## config.mk

```make
export PLATFORM = sky130hd
export DESIGN_NAME = store_lane_align
export DESIGN_NICKNAME = d
export VERILOG_FILES = /design/src/source/mem_geometry_pkg.sv /design/src/source/mem_access_pkg.sv /design/src/source/store_lane_align.sv
export SDC_FILE = /design/constraint.sdc
export NUM_CORES = 1
export LEC_CHECK = 0
export ABC_AREA = 1
export BUFFER_PORTS_ARGS = -buffer_cell sky130_fd_sc_hd__buf_2
export CORE_MARGIN = 2
export CORE_UTILIZATION = 32
export DETAILED_ROUTE_END_ITERATION = 10
export GPL_ROUTABILITY_DRIVEN = 0
export MAX_ROUTING_LAYER = met4
export PLACE_DENSITY = 0.84
export SLEW_MARGIN = 10
export SYNTH_ARGS = -nofsm -noshare
export SYNTH_HDL_FRONTEND = slang
export SYNTH_SLANG_ARGS = --single-unit
```

## constraint.sdc

```tcl
create_clock -name vclk -period 0.8
set_clock_uncertainty 0.15 [all_clocks]
set_input_delay 0 -clock vclk [all_inputs]
set_output_delay 0 -clock vclk [all_outputs]
set_load 0.01 [all_outputs]
```

## src/source/mem_geometry_pkg.sv

```systemverilog
package mem_geometry_pkg;

   ////////////////////////////////////////////////////////////
   // Data word
   ////////////////////////////////////////////////////////////

   // ALU result and memory word share this width.
   localparam int unsigned DATA_WIDTH = 32;

   // Byte columns per word, each one separately writable.
   localparam int unsigned BYTE_LANES = 4;
   localparam int unsigned LANE_WIDTH = DATA_WIDTH / BYTE_LANES;

   ////////////////////////////////////////////////////////////
   // Addressing
   ////////////////////////////////////////////////////////////

   // Byte address seen by the stage.
   localparam int unsigned ADDR_WIDTH      = 10;
   // Byte address without the two offset bits.
   localparam int unsigned WORD_ADDR_WIDTH = 8;
   localparam int unsigned RAM_DEPTH       = 256;

   // Register file index carried to write-back.
   localparam int unsigned REG_INDEX_WIDTH = 5;

endpackage

```

## src/source/mem_access_pkg.sv

```systemverilog
package mem_access_pkg;

   ////////////////////////////////////////////////////////////
   // Load/store size
   ////////////////////////////////////////////////////////////

   // Encoded like the low bits of the MIPS load opcodes.
   // Stores look only at the width.
   typedef enum logic [2:0] {
      SIZE_BYTE   = 3'b000,
      SIZE_HALF   = 3'b001,
      SIZE_WORD   = 3'b011,
      SIZE_BYTE_U = 3'b100,
      SIZE_HALF_U = 3'b101
   } mem_size_op_t;

   ////////////////////////////////////////////////////////////
   // Clear sweep
   ////////////////////////////////////////////////////////////

   typedef enum logic {
      CLEAR_RUN  = 1'b0,
      CLEAR_DONE = 1'b1
   } clear_state_t;

endpackage

```

## src/source/store_lane_align.sv

```systemverilog
`timescale 1ns/1ns

module store_lane_align (
   input  mem_access_pkg::mem_size_op_t            i_size_op,
   input  logic [1:0]                              i_byte_offset,
   input  logic [mem_geometry_pkg::DATA_WIDTH-1:0] i_store_data,
   output logic [mem_geometry_pkg::DATA_WIDTH-1:0] o_lane_data,
   output logic [mem_geometry_pkg::BYTE_LANES-1:0] o_lane_enable
);

   logic is_byte;
   logic is_half;
   logic is_word;

   assign is_byte = (i_size_op == mem_access_pkg::SIZE_BYTE) ||
                    (i_size_op == mem_access_pkg::SIZE_BYTE_U);
   assign is_half = (i_size_op == mem_access_pkg::SIZE_HALF) ||
                    (i_size_op == mem_access_pkg::SIZE_HALF_U);
   assign is_word = !is_byte && !is_half;

   // Data is copied into every lane, so the enable alone picks the target.
   always_comb begin
      if (is_byte) begin
         o_lane_data   = {mem_geometry_pkg::BYTE_LANES{
                            i_store_data[mem_geometry_pkg::LANE_WIDTH-1:0]}};
         o_lane_enable = mem_geometry_pkg::BYTE_LANES'(1) << i_byte_offset;
      end
      else if (is_half) begin
         o_lane_data   = {(mem_geometry_pkg::BYTE_LANES / 2){
                            i_store_data[2*mem_geometry_pkg::LANE_WIDTH-1:0]}};
         // Lanes 0-1 or 2-3.
         o_lane_enable = mem_geometry_pkg::BYTE_LANES'(2'b11) << {i_byte_offset[1], 1'b0};
      end
      else begin
         o_lane_data   = i_store_data;
         o_lane_enable = '1;
      end
   end

   ////////////////////////////////////////////////////////////
   // Alignment check
   ////////////////////////////////////////////////////////////

   // Misaligned accesses are not supported by the stage.
   always_comb begin
      misaligned_access: assert final (!(is_half && i_byte_offset[0]) &&
                                       !(is_word && (i_byte_offset != 2'b00)))
         else $error("store_lane_align: misaligned access, op %s offset 0x%h",
                     i_size_op.name(), i_byte_offset);
   end

endmodule

```

==> out/metrics.yaml <==
max_cap_violations: 0
die_y_microns: 44.5
vias_per_cell: 4.74
period_minus_slack_ps: 771
synth_fp_nets: 137
synth_top_area_frac: 0.400
drive_above_1_share: 0.613
finalWirelength_microns: 1800
nets: 202
p_sw_mw: 0.317
placedInstanceArea_sq_um: 812
clock_buffers: 0
num_rows: 14
antenna_found_initial: 0
crit_type: "input port to primary output"
hold_viol: 0
setup_viol: 0
globalRoute.totalOverflow: 0
pre_cts_ws_ps: -83.8
synthTopCellsByArea: "nand2_1, buf_4, nand3_1, buf_6, nand3_2"
wire_per_inst_microns: 10.1
final_core_util: 0.617
critPathCaptureType: "primary output"
ir_drop_uv: 388
p_per_area_nw_per_um2: 628
yosysSeqAreaShare: 0
p_leak_nw: 0.589
design.seq.count: 0
area_delta_synth_final_pct: 79.0
cp.required_ps: 650
grt_max_degree: 17
fin_crit_sh: 0.964
crit_buf_inv: 2
critPathMaxFanout: 8
dp_hpwl_microns: 1400
hp-class: "input port to primary output"
syn_area_sq_um: 526
num_io_pins: 73
antenna_cells_inserted: 0
cp.arrival_ps: 620
start_util: 0.345
fp.dieArea_sq_um: 1980
fmax_mhz: 1300
syn_area_per_cell_sq_um: 5.26
pwr-share-comb: 1.000
final_cell_area_sq_um: 941
ctsHoldBuffers: 0
crit_chain: "buf_6 > nor2_8 > nand2_2 > nand2_1 > buf_2"
worstMarginPinSlew_ps: 203
post_cts_buffers: 0
drc_errors: 0
swShare: 0.537
cp-start-kind: "input port"
yosysUniqueCellTypes: 11
crit_family: "simple AND/OR/NAND/NOR gates"
vias: 848
seq_area_sq_um: 0
die_w_microns: 44.5
max_stage_delay_ps: 210
ant_nets: 0
first_pass_iters: 4
netlist.top_cell.by_area: "nand2_1"
fin_ws_ps: 28.9
drt-initial-drc-count: 3
pwr-share-seq: 0
grt_pass1_wl_microns: 2440
port_buffers: 72
relSlewSlack: 0.865
p_int_mw: 0.274
nFillCells: 144
track_usage: 0.156
report.final.slew_viol_count: 0
core_region_area_sq_um: 1520
slowest_stage: "nor2_8"
grt_pass1_vias: 648
clkPwrFrac: 0
syn-instance-count: 100
yosys_warnings: 0
run_status: "finished, final reports clean"
## cells in the final DEF, fill, tap and decap left out
| master | netlist | layout |
|---|---|---|
| a21oi_4 | 0 | 2 |
| buf_2 | 0 | 70 |
| buf_6 | 5 | 3 |
| buf_8 | 0 | 3 |
| clkbuf_16 | 0 | 1 |
| inv_1 | 2 | 2 |
| inv_6 | 0 | 1 |
| nand2_1 | 56 | 48 |
| nand2_2 | 0 | 8 |
| nand3_1 | 12 | 11 |
| nand3_2 | 4 | 5 |
| nor2_8 | 1 | 1 |
| o21ai_1 | 2 | 2 |
| o21ai_2 | 0 | 6 |
## Yosys cell counts
library cell	number
inv_1	2
o21ai_0	6
inv_4	1
buf_4	9
nand2_1	56
o21ai_1	2
nand3_2	4
a21oi_2	2
nand3_1	12
nor2_8	1
buf_6	5
## worst paths after layout
check / start / endpoint / cells after the start
min: i_store_data[5] / o_lane_data[5] / 2
max: i_size_op[1] / o_lane_data[14] / 5
## kinds of logic (layout without fill, tap and decap cells)
logic type / after synthesis / count (layout) / synth area share
simple gates: 73 / 73 / 0.629
compound gates: 10 / 10 / 0.110
buf+inv: 17 / 80 / 0.262
## through the flow
stage	std cells	total power [mW]	hold slack, ps	setup TNS, ps
after global routing	179	0.645	82.3	-19.2
after detailed placement	178	0.514	64.4	-659
after floorplan	100	0.308	-58.2	0
after global placement	178	0.502	63.4	-331
final	179	0.591	75.3	0
after CTS	178	0.526	65.2	-132
## repair_timing
item | CTS | global route
gates cloned | 0 | 1
resized for setup | 9 | 27
pin swaps | 0 | 3
endpoints found under the setup margin | 25 | 20
## metal layers
layer	up-vias	track usage	wire length [microns]
met3	0	0	131
li1	440	-	-
met5	-	-	0
met2	37	0.313	979
met1	371	0.176	691
met4	0	0.0121	0
## power by group through the flow
stage	Clock, mW	Combinational (mW)	Sequential (mW)
after floorplan	0	0.308	0
after global placement	0	0.502	0
after detailed placement	0	0.514	0
after CTS	0	0.526	0
after global routing	0	0.645	0
final	0	0.591	0
## cell type report
cell class	count	area [sq um]	area share
multi-input combinational	83	450	0.479
inverter	3	16.3	0.0173
timing repair buffer	77	454	0.483
tap	16	20.0	0.0213
Power figures use the tool's default switching activity.
