### config.mk
export PLATFORM = sky130hd
export DESIGN_NAME = load_extract
export DESIGN_NICKNAME = d
export VERILOG_FILES = /design/src/source/mem_geometry_pkg.sv /design/src/source/mem_access_pkg.sv /design/src/source/load_extract.sv
export SDC_FILE = /design/constraint.sdc
export NUM_CORES = 1
export LEC_CHECK = 0
export BUFFER_PORTS_ARGS = -buffer_cell sky130_fd_sc_hd__buf_2
export CORE_MARGIN = 5
export CORE_UTILIZATION = 42
export DETAILED_ROUTE_END_ITERATION = 6
export PLACE_DENSITY = 0.86
export SYNTH_ARGS = -nofsm -noshare
export SYNTH_HDL_FRONTEND = slang
export SYNTH_SLANG_ARGS = --single-unit
### constraint.sdc
create_clock -name vclk -period 1.55
set_input_delay 0.2325 -clock vclk [all_inputs]
set_output_delay 0.2325 -clock vclk [all_outputs]
set_load 0.1 [all_outputs]
### src/source/mem_geometry_pkg.sv
package mem_geometry_pkg;

   ////////////////////////////////////////////////////////////
   // Data word
   ////////////////////////////////////////////////////////////

   // ALU result and memory word share this width.
   localparam int unsigned DATA_WIDTH = 32;

   // Byte columns per word, each one separately writable.
   localparam int unsigned BYTE_LANES = 4;
   localparam int unsigned LANE_WIDTH = DATA_WIDTH / BYTE_LANES;

   ////////////////////////////////////////////////////////////
   // Addressing
   ////////////////////////////////////////////////////////////

   // Byte address seen by the stage.
   localparam int unsigned ADDR_WIDTH      = 10;
   // Byte address without the two offset bits.
   localparam int unsigned WORD_ADDR_WIDTH = 8;
   localparam int unsigned RAM_DEPTH       = 256;

   // Register file index carried to write-back.
   localparam int unsigned REG_INDEX_WIDTH = 5;

endpackage

### src/source/mem_access_pkg.sv
package mem_access_pkg;

   ////////////////////////////////////////////////////////////
   // Load/store size
   ////////////////////////////////////////////////////////////

   // Encoded like the low bits of the MIPS load opcodes.
   // Stores look only at the width.
   typedef enum logic [2:0] {
      SIZE_BYTE   = 3'b000,
      SIZE_HALF   = 3'b001,
      SIZE_WORD   = 3'b011,
      SIZE_BYTE_U = 3'b100,
      SIZE_HALF_U = 3'b101
   } mem_size_op_t;

   ////////////////////////////////////////////////////////////
   // Clear sweep
   ////////////////////////////////////////////////////////////

   typedef enum logic {
      CLEAR_RUN  = 1'b0,
      CLEAR_DONE = 1'b1
   } clear_state_t;

endpackage

### src/source/load_extract.sv
`timescale 1ns/1ns

module load_extract (
   input  logic [mem_geometry_pkg::DATA_WIDTH-1:0] i_read_data,
   input  mem_access_pkg::mem_size_op_t            i_size_op,
   input  logic [1:0]                              i_byte_offset,
   output logic [mem_geometry_pkg::DATA_WIDTH-1:0] o_load_data
);

   localparam int unsigned BYTE_FILL = mem_geometry_pkg::DATA_WIDTH -
                                       mem_geometry_pkg::LANE_WIDTH;
   localparam int unsigned HALF_FILL = mem_geometry_pkg::DATA_WIDTH -
                                       2 * mem_geometry_pkg::LANE_WIDTH;

   logic [mem_geometry_pkg::LANE_WIDTH-1:0]   sel_byte;
   logic [2*mem_geometry_pkg::LANE_WIDTH-1:0] sel_half;

   // Addressed byte and halfword.
   always_comb begin
      sel_byte = i_read_data[i_byte_offset * mem_geometry_pkg::LANE_WIDTH +:
                             mem_geometry_pkg::LANE_WIDTH];
      if (i_byte_offset[1]) begin
         sel_half = i_read_data[mem_geometry_pkg::DATA_WIDTH-1 -:
                                2*mem_geometry_pkg::LANE_WIDTH];
      end
      else begin
         sel_half = i_read_data[2*mem_geometry_pkg::LANE_WIDTH-1:0];
      end
   end

   // Extension by op.
   always_comb begin
      case (i_size_op)
         mem_access_pkg::SIZE_BYTE: begin
            o_load_data = {{BYTE_FILL{sel_byte[mem_geometry_pkg::LANE_WIDTH-1]}}, sel_byte};
         end
         mem_access_pkg::SIZE_BYTE_U: begin
            o_load_data = {{BYTE_FILL{1'b0}}, sel_byte};
         end
         mem_access_pkg::SIZE_HALF: begin
            o_load_data = {{HALF_FILL{sel_half[2*mem_geometry_pkg::LANE_WIDTH-1]}}, sel_half};
         end
         mem_access_pkg::SIZE_HALF_U: begin
            o_load_data = {{HALF_FILL{1'b0}}, sel_half};
         end
         default: begin
            // whole word, untouched
            o_load_data = i_read_data;
         end
      endcase
   end

endmodule

==> results of run 1 <==
[cell families after synthesis]
group	after synthesis
buffers and inverters	12
AOI/OAI and AO/OA	47
muxes	11
and+or+nand+nor	26
[stage by stage]
step | cell area, um^2 | worst slack (ns) | hold slack (ns)
floorplan | 1260 | -0.355 | 0.701
global placement | 2360 | -0.305 | 0.870
[Yosys cell counts (all sizes together)]
cell / count
a2bb2oi: 20
or3b: 1
mux2i: 6
buf: 6
nand2: 5
a22oi: 1
mux2: 5
clkinv: 1
o221ai: 5
a21oi: 7
nor3: 1
inv: 1
clkbuf: 4
nor4b: 1
and3: 2
nor3b: 1
o21ai: 1
o31a: 1
nor2b: 10
nor2: 4
a221o: 6
a22o: 2
nand2b: 1
o21a: 3
a211oi: 1
==> metrics.md, run 1 <==
| Metric | Value |
|---|---|
| Buffers on Ports | `69` |
| Adder-Cell Fraction of Synth Area | `0` |
| FP Rows | `16` |
| Horiz. Die Dim | `54.9 um` |
| Complex-gate fraction of the synthesized area | `0.587` |
| Seq/Total Area, Yosys | `0` |
| Die Ht | `54.9 um` |
| Share of Yosys cell area claimed by the top area cell type | `0.249` |
| Cells after Synth | `96` |
| Simple-gate portion of the synthesized area | `0.178` |
| Stopped at | `detailed placement (3_5_place_dp)` |
| Synthesized Nets | `133` |
| Status | `aborted with a tool error` |
| Xor/xnor cell area share of the yosys netlist | `0` |
| Largest family of logic cells by synthesized area | `compound AO/OA/AOI/OAI gates` |
| Error | `[ERROR DPL-0038] Utilization greater than 100%, impossible to legalize` |
| Routability Congestion | `0.834` |
| Num ports | `69` |
| Synth area leaders | `a2bb2oi_2, nor2b_1, a221o_1` |
| Netlist Area Pre-Place | `846 um^2` |
| Initial Util | `0.436` |
| YS warnings | `0` |
| Mean Syn Cell Area | `8.81 um^2` |
| Cell taking the most area after synthesis | `a2bb2oi_2` |
| Synth unique cells | `28` |
| Post-synthesis mux area share | `0.142` |
==> inputs of run 2 (changes only) <==
--- a/config.mk
+++ b/config.mk
@@ -6,10 +6,10 @@
 export NUM_CORES = 1
 export LEC_CHECK = 0
 export BUFFER_PORTS_ARGS = -buffer_cell sky130_fd_sc_hd__buf_2
-export CORE_MARGIN = 5
-export CORE_UTILIZATION = 42
+export CORE_AREA = 5 5 66 68
 export DETAILED_ROUTE_END_ITERATION = 6
-export PLACE_DENSITY = 0.86
+export DIE_AREA = 0 0 71 73
+export PLACE_DENSITY_LB_ADDON = 0.15
 export SYNTH_ARGS = -nofsm -noshare
 export SYNTH_HDL_FRONTEND = slang
 export SYNTH_SLANG_ARGS = --single-unit
==> run 2 against run 1 <==
Effect of this change:
- the flow now finishes, with violations (setup timing)
- synthesized cell count stayed put
- synthesized area stayed put
==> metrics.md, run 2 <==
| Metric | Value |
|---|---|
| Horiz. Die Dim | `71 um (+29%)` |
| Post-route cell area | `0.00267 mm^2` |
| Max transition margin | `0.806` |
| Most frequent cell after synthesis | `a2bb2oi_2` |
| Seq/Total Area, Yosys | `0 (unchanged)` |
| Leakage | `1.16 nW` |
| P per Cell Area | `625 mW/mm^2` |
| Most frequent CP cell | `buf_12` |
| Net Switching | `0.966 mW` |
| Maximum vdd drop | `0.000437 V` |
| Share of Yosys cell area claimed by the top area cell type | `0.249 (unchanged)` |
| Nature of the critical path endpoint | `output port` |
| Final period util | `1.12` |
| Routability Congestion | `0.778 (-6.8%)` |
| Antenna Cells | `0` |
| Via/cell ratio | `4.97` |
| Pwr Total | `1.67 mW` |
| CP max-delay cell | `mux2_4` |
| Final #Nets | `243` |
| Dpl cells | `243` |
| Synth area leaders | `a2bb2oi_2, nor2b_1, a221o_1` |
| Reg power frac | `0` |
| Initial antenna violation count | `0` |
| Arrival @ worst endpoint | `1.50 ns` |
| Remaining DRCs | `0` |
| Pint | `0.703 mW` |
| Share of cells above drive strength 1 | `0.833` |
| Sequential cells | `0` |
| Crit Path Class | `input pin to output port` |
| Cell taking the most area after synthesis | `a2bb2oi_2` |
| Synth unique cells | `28 (unchanged)` |
| Netlist Area Pre-Place | `846 um^2 (unchanged)` |
| Largest net degree at the start of global routing | `9` |
| Fin cells | `254` |
| Most common cell after layout, fill and taps aside | `buf_12` |
| Grt ovf | `0` |
| Switching Share | `0.579` |
| Core area | `0.00380 mm^2` |
| Power share of the clock group | `0` |
| RSZ-0062 raised after global routing | `yes` |
| HP Class | `input pin to output port` |
| FMAX | `0.578 GHz` |
| Initial Util | `0.223 (-0.213)` |
| Reg area | `0 um^2` |
| Tmin final | `1.73 ns` |
| Fillcell total | `269` |
| CP required | `1.32 ns` |
| Cts hold-fix bufs | `0` |
| YS warnings | `0 (unchanged)` |
| Synthesized Nets | `133 (unchanged)` |
| Critical-path cell list | `buf_12, mux2_4, a22oi_4, buf_4, buf_8, a2bb2oi_4, buf_12` |
| # setup viols final | `30` |
| Vias in the first global route | `1429` |
| Worst Path Max Fanout | `6` |
| Fin. Hold Viols | `0` |
| Fin Setup TNS | `-3.98 ns` |
| Combinational share of power | `1.000` |
| Drt initial violations | `28` |
| Hpwl dp | `3350 um` |
| Syn-to-layout area delta | `216%` |
| Final max-slew violation count | `0` |
| Die area | `0.00518 mm^2` |
| Post-route ant nets | `0` |
| Post-synth top cells | `a2bb2oi_2, nor2b_1, a21oi_1` |
| Final worst slack | `-0.180 ns` |
| Clkbuf count | `0` |
| Cells after Synth | `96 (unchanged)` |
| Routed WL | `4350 um` |
| Worst slew pin tran | `0.283 ns` |
| Num ports | `69 (unchanged)` |
| CP max stage delay | `0.32 ns` |
| Vias | `1262` |
| Gr usage total | `0.170` |
| CP startpoint kind | `input pin` |
| Failing checks | `setup timing` |
| MaxCap Viol Count | `0` |
| Buffers on Ports | `69 (unchanged)` |
| Status | `complete, but fails checks` |
| Most frequent cells in the layout | `buf_12, buf_4, buf_2` |
| FP Rows | `23 (+7)` |
| Dpl cell area | `0.00222 mm^2` |
| First-pass GRT wire length | `7160 um` |
| Mean Syn Cell Area | `8.81 um^2 (unchanged)` |
| Die Ht | `73 um (+33%)` |
| 1st-pass router iterations | `4` |
| WL per Instance | `17.1 um` |
-- run 2: cell counts after synthesis --
No cell type changed its count.
-- run 2: cell type report --
cell class	count	area, um^2	area share
tap	50	62.6	0.0234
multi-input combinational	84	1270	0.477
inverter	2	13.8	0.00515
timing repair buffer	118	1320	0.495
-- run 2: timing repair --
item	in CTS	in global routing
resized for setup	74	9
cloned	1	0
pin swaps	12	2
endpoints found under the setup margin	32	31
setup buffers	8	3
-- run 2: final timing paths --
kind,from,end,cells after the start
worst max-delay path,i_byte_offset[0],o_load_data[10],7
worst min-delay path,i_read_data[2],o_load_data[2],3
-- run 2: power groups by stage --
stage                     Sequential (mW)  Clock, mW  Combinational, mW
after floorplan                         0          0               1.01
after global placement                  0          0               1.46
after detailed placement                0          0               1.47
after CTS                               0          0               1.66
after global routing                    0          0               1.72
final                                   0          0               1.67
-- run 2: cell families after synthesis --
group / after synthesis / synth area share
buffers and inverters: 12 / 0.0932
multiplexers: 11 / 0.142
AO/OA/AOI/OAI: 47 / 0.587
AND/OR/NAND/NOR: 26 / 0.178
-- run 2: worst max-delay path, delay by kind of cell --
kind,cells,cell delay [ns]
muxes,1,0.32
AOI/OAI and AO/OA,2,0.34
buffers and inverters,4,0.59
-- run 2: per-stage QoR --
| step | worst slack [ns] | hold WS (ns) | util |
|---|---|---|---|
| global route | -0.217 | 0.885 | 0.703 |
| finish | -0.180 | 0.874 | 0.703 |
| global placement | -0.290 | 0.873 | 0.584 |
| floorplan | -0.355 | 0.701 | - |
| CTS | -0.201 | 0.877 | 0.688 |
| detailed placement | -0.333 | 0.876 | 0.584 |
-- run 2: routing by layer --
metal  part of all wire  GRT usage  vias to the layer above
met5                  0          0                        -
met4             0.0078     0.0188                        0
li1                   -          -                      612
met1               0.41      0.220                      605
met2               0.53      0.311                       41
met3              0.049     0.0207                        4
Note: power is estimated with default switching activity, not from simulation.
