--- src/source/mem_geometry_pkg.sv ---
package mem_geometry_pkg;

   ////////////////////////////////////////////////////////////
   // Data word
   ////////////////////////////////////////////////////////////

   // ALU result and memory word share this width.
   localparam int unsigned DATA_WIDTH = 32;

   // Byte columns per word, each one separately writable.
   localparam int unsigned BYTE_LANES = 4;
   localparam int unsigned LANE_WIDTH = DATA_WIDTH / BYTE_LANES;

   ////////////////////////////////////////////////////////////
   // Addressing
   ////////////////////////////////////////////////////////////

   // Byte address seen by the stage.
   localparam int unsigned ADDR_WIDTH      = 10;
   // Byte address without the two offset bits.
   localparam int unsigned WORD_ADDR_WIDTH = 8;
   localparam int unsigned RAM_DEPTH       = 256;

   // Register file index carried to write-back.
   localparam int unsigned REG_INDEX_WIDTH = 5;

endpackage

--- src/source/dirty_word_tracker.sv ---
`timescale 1ns/1ns

module dirty_word_tracker (
   input  logic                                         i_clock,
   input  logic                                         i_soft_reset,
   input  logic                                         i_write,
   input  logic [mem_geometry_pkg::WORD_ADDR_WIDTH-1:0] i_word_addr,
   input  logic [mem_geometry_pkg::WORD_ADDR_WIDTH-1:0] i_query_addr,
   output logic                                         o_dirty
);

   // One flag per memory word.
   logic [mem_geometry_pkg::RAM_DEPTH-1:0] dirty_flags;

   always_ff @(posedge i_clock) begin
      if (!i_soft_reset) begin
         dirty_flags <= '0;
      end
      else if (i_write) begin
         dirty_flags[i_word_addr] <= 1'b1;
      end
   end

   // Registered like the RAM read, so flag and word come out together.
   always_ff @(posedge i_clock) begin
      if (!i_soft_reset) begin
         o_dirty <= 1'b0;
      end
      else begin
         o_dirty <= dirty_flags[i_query_addr];
      end
   end

endmodule

--- config.mk ---
export PLATFORM = sky130hd
export DESIGN_NAME = dirty_word_tracker
export DESIGN_NICKNAME = d
export VERILOG_FILES = /design/src/source/mem_geometry_pkg.sv /design/src/source/dirty_word_tracker.sv
export SDC_FILE = /design/constraint.sdc
export NUM_CORES = 1
export LEC_CHECK = 0
export BUFFER_PORTS_ARGS = -buffer_cell sky130_fd_sc_hd__buf_2
export CORE_MARGIN = 2
export CORE_UTILIZATION = 37
export CTS_CLUSTER_SIZE = 24
export DETAILED_ROUTE_END_ITERATION = 8
export SLEW_MARGIN = 20
export SYNTH_ARGS = -nofsm -noshare
export SYNTH_HDL_FRONTEND = slang
export SYNTH_SLANG_ARGS = --single-unit
--- constraint.sdc ---
create_clock -name i_clock -period 2 [get_ports i_clock]
set_input_delay 0 -clock i_clock [delete_from_list [all_inputs] [get_ports i_clock]]
set_output_delay 0 -clock i_clock [all_outputs]
set_load 0.02 [all_outputs]
==> impl_metrics.yaml, run 1 <==
status:
  status: "finished clean"
layout:
  final.fill_count: 2871
  design_area_um2: 12640
  final_util_pct: 42.77
  fin_cells: 1551
  drive_gt1_share_pct: 14.99
  area_growth_pct: 14.37
  nets: 1161
  multi_input_area_um2: 5373
  antennaDiodeCount: 0
  ff_latch_area_um2: 5145
global_route:
  grt_first_pass_wirelength_um: 48140
  grt_max_degree: 114
  overflow: 0
  track_usage_pct: 19.92
  grt_pass1_vias: 8055
  antenna_found_initial: 1
route:
  viasPerCell: 5.382
  wl_um: 31220
  routedWlPerCell_um: 20.13
  drtPass1Iterations: 5
  drc: 0
  num_vias: 8348
  drt_iter0_drc: 615
  postRouteAntennaNets: 0
sta:
  hold_ws_ns: 0.04431
  finalSetupViolations: 0
  skew_ns: 0.02154
  max_freq_mhz: 529.7
  finalMaxSlewViolations: 0
  min_period_over_period_pct: 94.39
  rsz0062_at_grt: "false"
  max-slew-margin-rel_pct: 24.93
  period_needed_ns: 1.888
  tightest_slew_ns: 1.122
  final-hold-violation-count: 0
logic_synthesis:
  synth_nets: 1155
  synth-simple-area-share_pct: 19.54
  synthArstFlopShare_pct: 0
  synth_cell_types: 44
  seq_area_frac_synth_pct: 46.54
  synth.top_cells.by_area: "dfxtp_1 47%, nor2b_1 14%, a21oi_1 11%"
  avgSynthCellArea_um2: 9.731
  synth_top_family_by_area: "simple AND/OR/NAND/NOR gates"
  yosysTopAreaCellShare_pct: 46.54
  netlist_area_um2: 11050
  synthXorXnorAreaFrac_pct: 0
  yosys_warnings: 0
  yosys.area.top_type: "dfxtp_1"
  synth_mux_area_share_pct: 13.57
  synth_seq_cells: 257
  synth_edf_count: 0
  synth_cells: 1136
  ys.flop_type: "dfxtp_1"
  synth_compound_area_share_pct: 15.23
  synthAdderAreaFrac_pct: 0
die:
  core_um2: 29560
  io_pins: 20
  dieArea_um2: 31280
  die_h_um: 176.9
  rows: 63
  start_util_pct: 37.40
  die_x_um: 176.9
worst_setup_path:
  cp.arrival_ns: 2.30
  reg2reg_from: "dirty_flags[161]$_SDFFE_PN0P_"
  end_kind: "flip-flop"
  startpoint: "dirty_flags[161]$_SDFFE_PN0P_"
  crit_required_ns: 2.41
  worstSetupStartpointType: "flip-flop"
  critPathMaxFanout: 2
  worstSetupPathType: "flip-flop to flip-flop"
cts:
  clk_latency_ns: 0.55
  htreeDepth: 1
  cts_sinks: 257
  cts_buffers: 28
  cts_hold_buf: 8
  cts_resized: 0
  cts_tree: "done"
  cts.clk_slew.worst_paths_ns: 0.06
  cts_root_buffer: "clkbuf_16"
  post_cts_buffers: 0
  clk_path_buf_depth: 3
power_and_ir_drop:
  vdd_drop_max_v: 0.0006292
  total_power_mw: 11.08
  p_leak_nw: 4.411
  p_per_area_nw_per_um2: 876.4
placed_design:
  gp_congestion: 0.8059
  placed_cell_area_um2: 11620
  io_buffers: 19
  dp_hpwl_um: 18830
  dp.cells: 1494
hold_path:
  worstHoldStart: "i_write"
  hp-class: "input port to flip-flop"
run:
  maxCapViolCount: 0
[metrics by stage]
step | worst slack, ns | setup TNS (ns)
after detailed placement | -0.06618 | -0.06618
after global placement | -0.05884 | -0.05884
after CTS | 0.07692 | 0
final | 0.1122 | 0
after floorplan | 0.4051 | 0
after global routing | 0.009583 | 0
[critical path, stage by stage (launching register included)]
cell and delay, ns:
dfxtp_1 0.30, mux4_1 0.49, mux2_2 0.29, nand2_1 0.07
a21oi_1 0.07, o32ai_1 0.41, o22ai_1 0.12
[cell type report]
class | instances | share of cell area, %
Sequential cell | 257 | 40.69
Tap cell | 390 | 3.859
Clock inverter | 8 | 0.9995
Timing Repair Buffer | 89 | 5.403
Multi-Input combinational cell | 761 | 42.49
Inverter | 5 | 0.1484
Clock buffer | 41 | 6.403
[synthesized netlist by cell type, types with 7 or more instances]
library cell,number
buf_2,12
nor2b_1,245
dfxtp_1,257
nand2b_1,7
o221ai_1,8
nor3_1,11
nand2_1,33
a31oi_1,17
o21a_1,17
a21oi_1,232
and3_1,17
clkbuf_1,89
nor2_1,31
o22ai_1,7
nand3_1,7
mux4_1,9
mux2i_1,34
mux4_2,39
[worst paths after layout]
kind / end / depth (start not counted) / slack [ns]
min reg2reg: dirty_flags[238]$_SDFFE_PN0P_ / 1 / 0.47
max reg2reg: o_dirty$_SDFF_PN0_ / 6 / 0.11
max: o_dirty$_SDFF_PN0_ / 6 / 0.11
min: dirty_flags[85]$_SDFFE_PN0P_ / 4 / 0.04
[power by group]
group	internal [mW]	switching [mW]	leakage, nW
logic	0.258	0.416	1.88
registers	5.13	0.00830	2.07
clock network	3.17	2.10	0.461
total	8.56	2.52	4.41
[cell families (layout without fill, tap and decap cells)]
kind of cell / Yosys count / count (layout)
AO/OA/AOI/OAI: 303 / 303
buffers and inverters: 118 / 143
flip-flops: 257 / 257
AND/OR/NAND/NOR: 372 / 372
multiplexers: 86 / 86
[placed cells by master (no fill, tap or decap), types with 4 or more instances in the layout]
| master | instances |
|---|---|
| a21oi_1 | 232 |
| clkbuf_8 | 6 |
| inv_1 | 5 |
| dlygate4sd3_1 | 8 |
| mux4_2 | 39 |
| mux2i_1 | 34 |
| a31oi_1 | 17 |
| buf_2 | 17 |
| and3_1 | 17 |
| clkinv_2 | 4 |
| o221ai_1 | 8 |
| o22ai_1 | 7 |
| nand2b_1 | 7 |
| clkbuf_16 | 28 |
| nor3_1 | 7 |
| mux2_2 | 4 |
| o21ai_0 | 4 |
| clkbuf_1 | 7 |
| and2_1 | 5 |
| nand3_1 | 7 |
| o21a_1 | 17 |
| dfxtp_1 | 257 |
| mux4_1 | 9 |
| nor2b_1 | 245 |
| nor2_1 | 30 |
| nand4_1 | 4 |
| buf_4 | 61 |
| nor3_2 | 4 |
| nand2_1 | 33 |
[sequential cells by signal, indices dropped and copies added, names as in the netlist]
| register | flops |
|---|---|
| dirty_flags | 256 |
| o_dirty | 1 |
[layer usage]
| metal | routed length (µm) | global-route usage, % | vias to the layer above |
|---|---|---|---|
| li1 | - | - | 3989 |
| met1 | 14050 | 27.16 | 4062 |
| met2 | 14380 | 32.83 | 236 |
| met3 | 2012 | 3.136 | 59 |
| met4 | 765 | 5.372 | 2 |
| met5 | 13 | 0 | - |
Note: power is estimated with default switching activity, not from simulation.
==> run 2, diff against run 1 <==
--- a/config.mk
+++ b/config.mk
@@ -6,10 +6,12 @@
 export NUM_CORES = 1
 export LEC_CHECK = 0
 export BUFFER_PORTS_ARGS = -buffer_cell sky130_fd_sc_hd__buf_2
+export CAP_MARGIN = 25
 export CORE_MARGIN = 2
 export CORE_UTILIZATION = 37
 export CTS_CLUSTER_SIZE = 24
 export DETAILED_ROUTE_END_ITERATION = 8
+export RECOVER_POWER = 100
 export SLEW_MARGIN = 20
 export SYNTH_ARGS = -nofsm -noshare
 export SYNTH_HDL_FRONTEND = slang
==> run 2 against run 1 <==
  * Largest cell class unchanged
  * Cell count increased by 0.32%
  * Largest power group unchanged
  * Critical endpoint unchanged
  * Flip-flop and latch count stayed put
  * First-iteration DRC count decreased by 0.49%
==> impl_metrics.yaml, run 2 (synthesis results as in run 1) <==
hold_path:
  min_path_cells: 4
  min_to: "dirty_flags[68]$_SDFFE_PN0P_"
  hp-class: "input port to flip-flop"
  worstHoldStart: "i_word_addr[4]"
worst_setup_path:
  reg2reg_from: "dirty_flags[161]$_SDFFE_PN0P_"
  crit_buf_inv: 0
  rrSetupSlack_ns: 0.12
  cp.arrival_ns: 2.29
  worstPathCellList: "mux4_1 > mux2_2 > nand2_1 > a21oi_1 > o32ai_1 > o22ai_1"
  critPathMaxFanout: 2
  cp_top_family: "multiplexers"
  crit_required_ns: 2.41
  end_kind: "flip-flop"
  worstSetupPathType: "flip-flop to flip-flop"
  ff2ff_path_depth: 6
  critical_path.max_stage_delay_ns: 0.48
  slowest_stage: "mux4_1"
  worstReg2RegEnd: "o_dirty$_SDFF_PN0_"
  worstSetupStartpointType: "flip-flop"
route:
  viasPerCell: 5.344
  drt_iter0_drc: 612
  drc: 0
  routedWlPerCell_um: 19.93
  postRouteAntennaNets: 0
  wl_um: 31010
  drtPass1Iterations: 7
  num_vias: 8315
sta:
  finalMaxSlewViolations: 0
  min_period_over_period_pct: 94.12
  max-slew-margin-rel_pct: 35.81
  final-hold-violation-count: 0
  tns_ns: 0
  skew_ns: 0.01394
  rsz0062_at_grt: "false"
  tightest_slew_ns: 0.9629
  finalSetupViolations: 0
  hold_ws_ns: 0.06926
  max_freq_mhz: 531.3
  period_needed_ns: 1.882
  setup_slack_ns: 0.1176
placed_design:
  place_ws_ns: -0.06958
  io_buffers: 19
  dp_hpwl_um: 18850
  gp_congestion: 0.8059
die:
  rows: 63
  dieArea_um2: 31280
  start_util_pct: 37.40
  io_pins: 20
  die_x_um: 176.9
  die_h_um: 176.9
  core_um2: 29560
layout:
  antennaDiodeCount: 0
  largest_reg_flops: 256
  nets: 1163
  final_cell_mix: "257 x dfxtp_1, 245 x nor2b_1, 232 x a21oi_1"
  largest_registers: "dirty_flags x256, o_dirty x1"
  regMostFlops: "dirty_flags"
  final_util_pct: 42.85
  final_common_cell: "dfxtp_1"
  drive_gt1_share_pct: 15.01
  final.fill_count: 2877
  area_growth_pct: 14.59
power_and_ir_drop:
  p_leak_nw: 4.415
  vdd_drop_max_v: 0.0007010
  p_per_area_nw_per_um2: 896.4
  total_power_mw: 11.35
cts:
  cts_root_buffer: "clkbuf_16"
  cts_resized: 0
  clk_path_buf_depth: 3
  cts_tree: "done"
  cts_sinks: 257
  htreeDepth: 1
  cts_buffers: 28
  cts.clk_slew.worst_paths_ns: 0.06
  clk_latency_ns: 0.54
global_route:
  grt_first_pass_wirelength_um: 48040
  track_usage_pct: 19.90
  grt_max_degree: 114
  overflow: 0
  grt_pass1_vias: 8059
  antenna_found_initial: 0
run:
  maxCapViolCount: 0
status:
  status: "finished clean"
-- run 2: cell count changes in the layout (fill, tap and decap cells not counted), moves of 2 or more --
| cell | previous run | this run |
|---|---|---|
| clkinvlp_4 | 0 | 2 |
| clkinv_2 | 4 | 9 |
| clkbuf_8 | 6 | 4 |
| bufinv_16 | 3 | 5 |
| clkbuf_2 | 0 | 15 |
| buf_2 | 17 | 13 |
| buf_4 | 61 | 43 |
| clkbuf_1 | 7 | 11 |
-- run 2: per-layer routing --
metal	wire length, µm	track usage [%]
met1	13870	27.32
met2	14430	32.60
met3	1965	2.728
met4	752	5.992
met5	0	0
-- run 2: worst max-delay path by stage --
stage | from | end | slack [ns] | cells after the start
after global routing | i_word_addr[2] | dirty_flags[213]$_SDFFE_PN0P_ | 0.04 | 8
final | dirty_flags[161]$_SDFFE_PN0P_ | o_dirty$_SDFF_PN0_ | 0.12 | 6
after CTS | dirty_flags[161]$_SDFFE_PN0P_ | o_dirty$_SDFF_PN0_ | 0.08 | 6
after global placement | i_query_addr[0] | o_dirty$_SDFF_PN0_ | -0.06 | 7
after detailed placement | i_query_addr[0] | o_dirty$_SDFF_PN0_ | -0.07 | 7
after floorplan | i_query_addr[0] | o_dirty$_SDFF_PN0_ | 0.41 | 8
-- run 2: repair_timing --
action / CTS / global route
hold buffers: 8 / 0
hold endpoints to repair: 5 / 0
setup buffers: 0 / 0
-- run 2: through the flow --
step                instances  cell area [µm²]
floorplan                1136            11050
global placement         1494            11620
detailed placement       1495            11630
CTS                      1555            12710
global route             1556            12670
finish                   1556            12670
-- run 2: final cells by class --
type	instances	area, µm²	share of cell area, %
inverters	5	18.77	0.1482
well taps	390	488.0	3.852
multi-input cells	761	5373	42.41
repair buffers	91	640.6	5.057
clock inverters	16	210.2	1.659
clock buffers	36	792.0	6.252
flip-flops and latches	257	5145	40.62
-- run 2: tightest hold or removal path, cell delays in order --
cell	delay, ns
buf_2	0.20
nor3_1	0.14
a21oi_1	0.15
nor2b_1	0.05
-- run 2: report_power, final --
part	switching [mW]	internal [mW]	total [mW]
Combinational	0.416	0.251	0.667
Sequential	0.00800	5.13	5.14
Clock	2.12	3.43	5.55
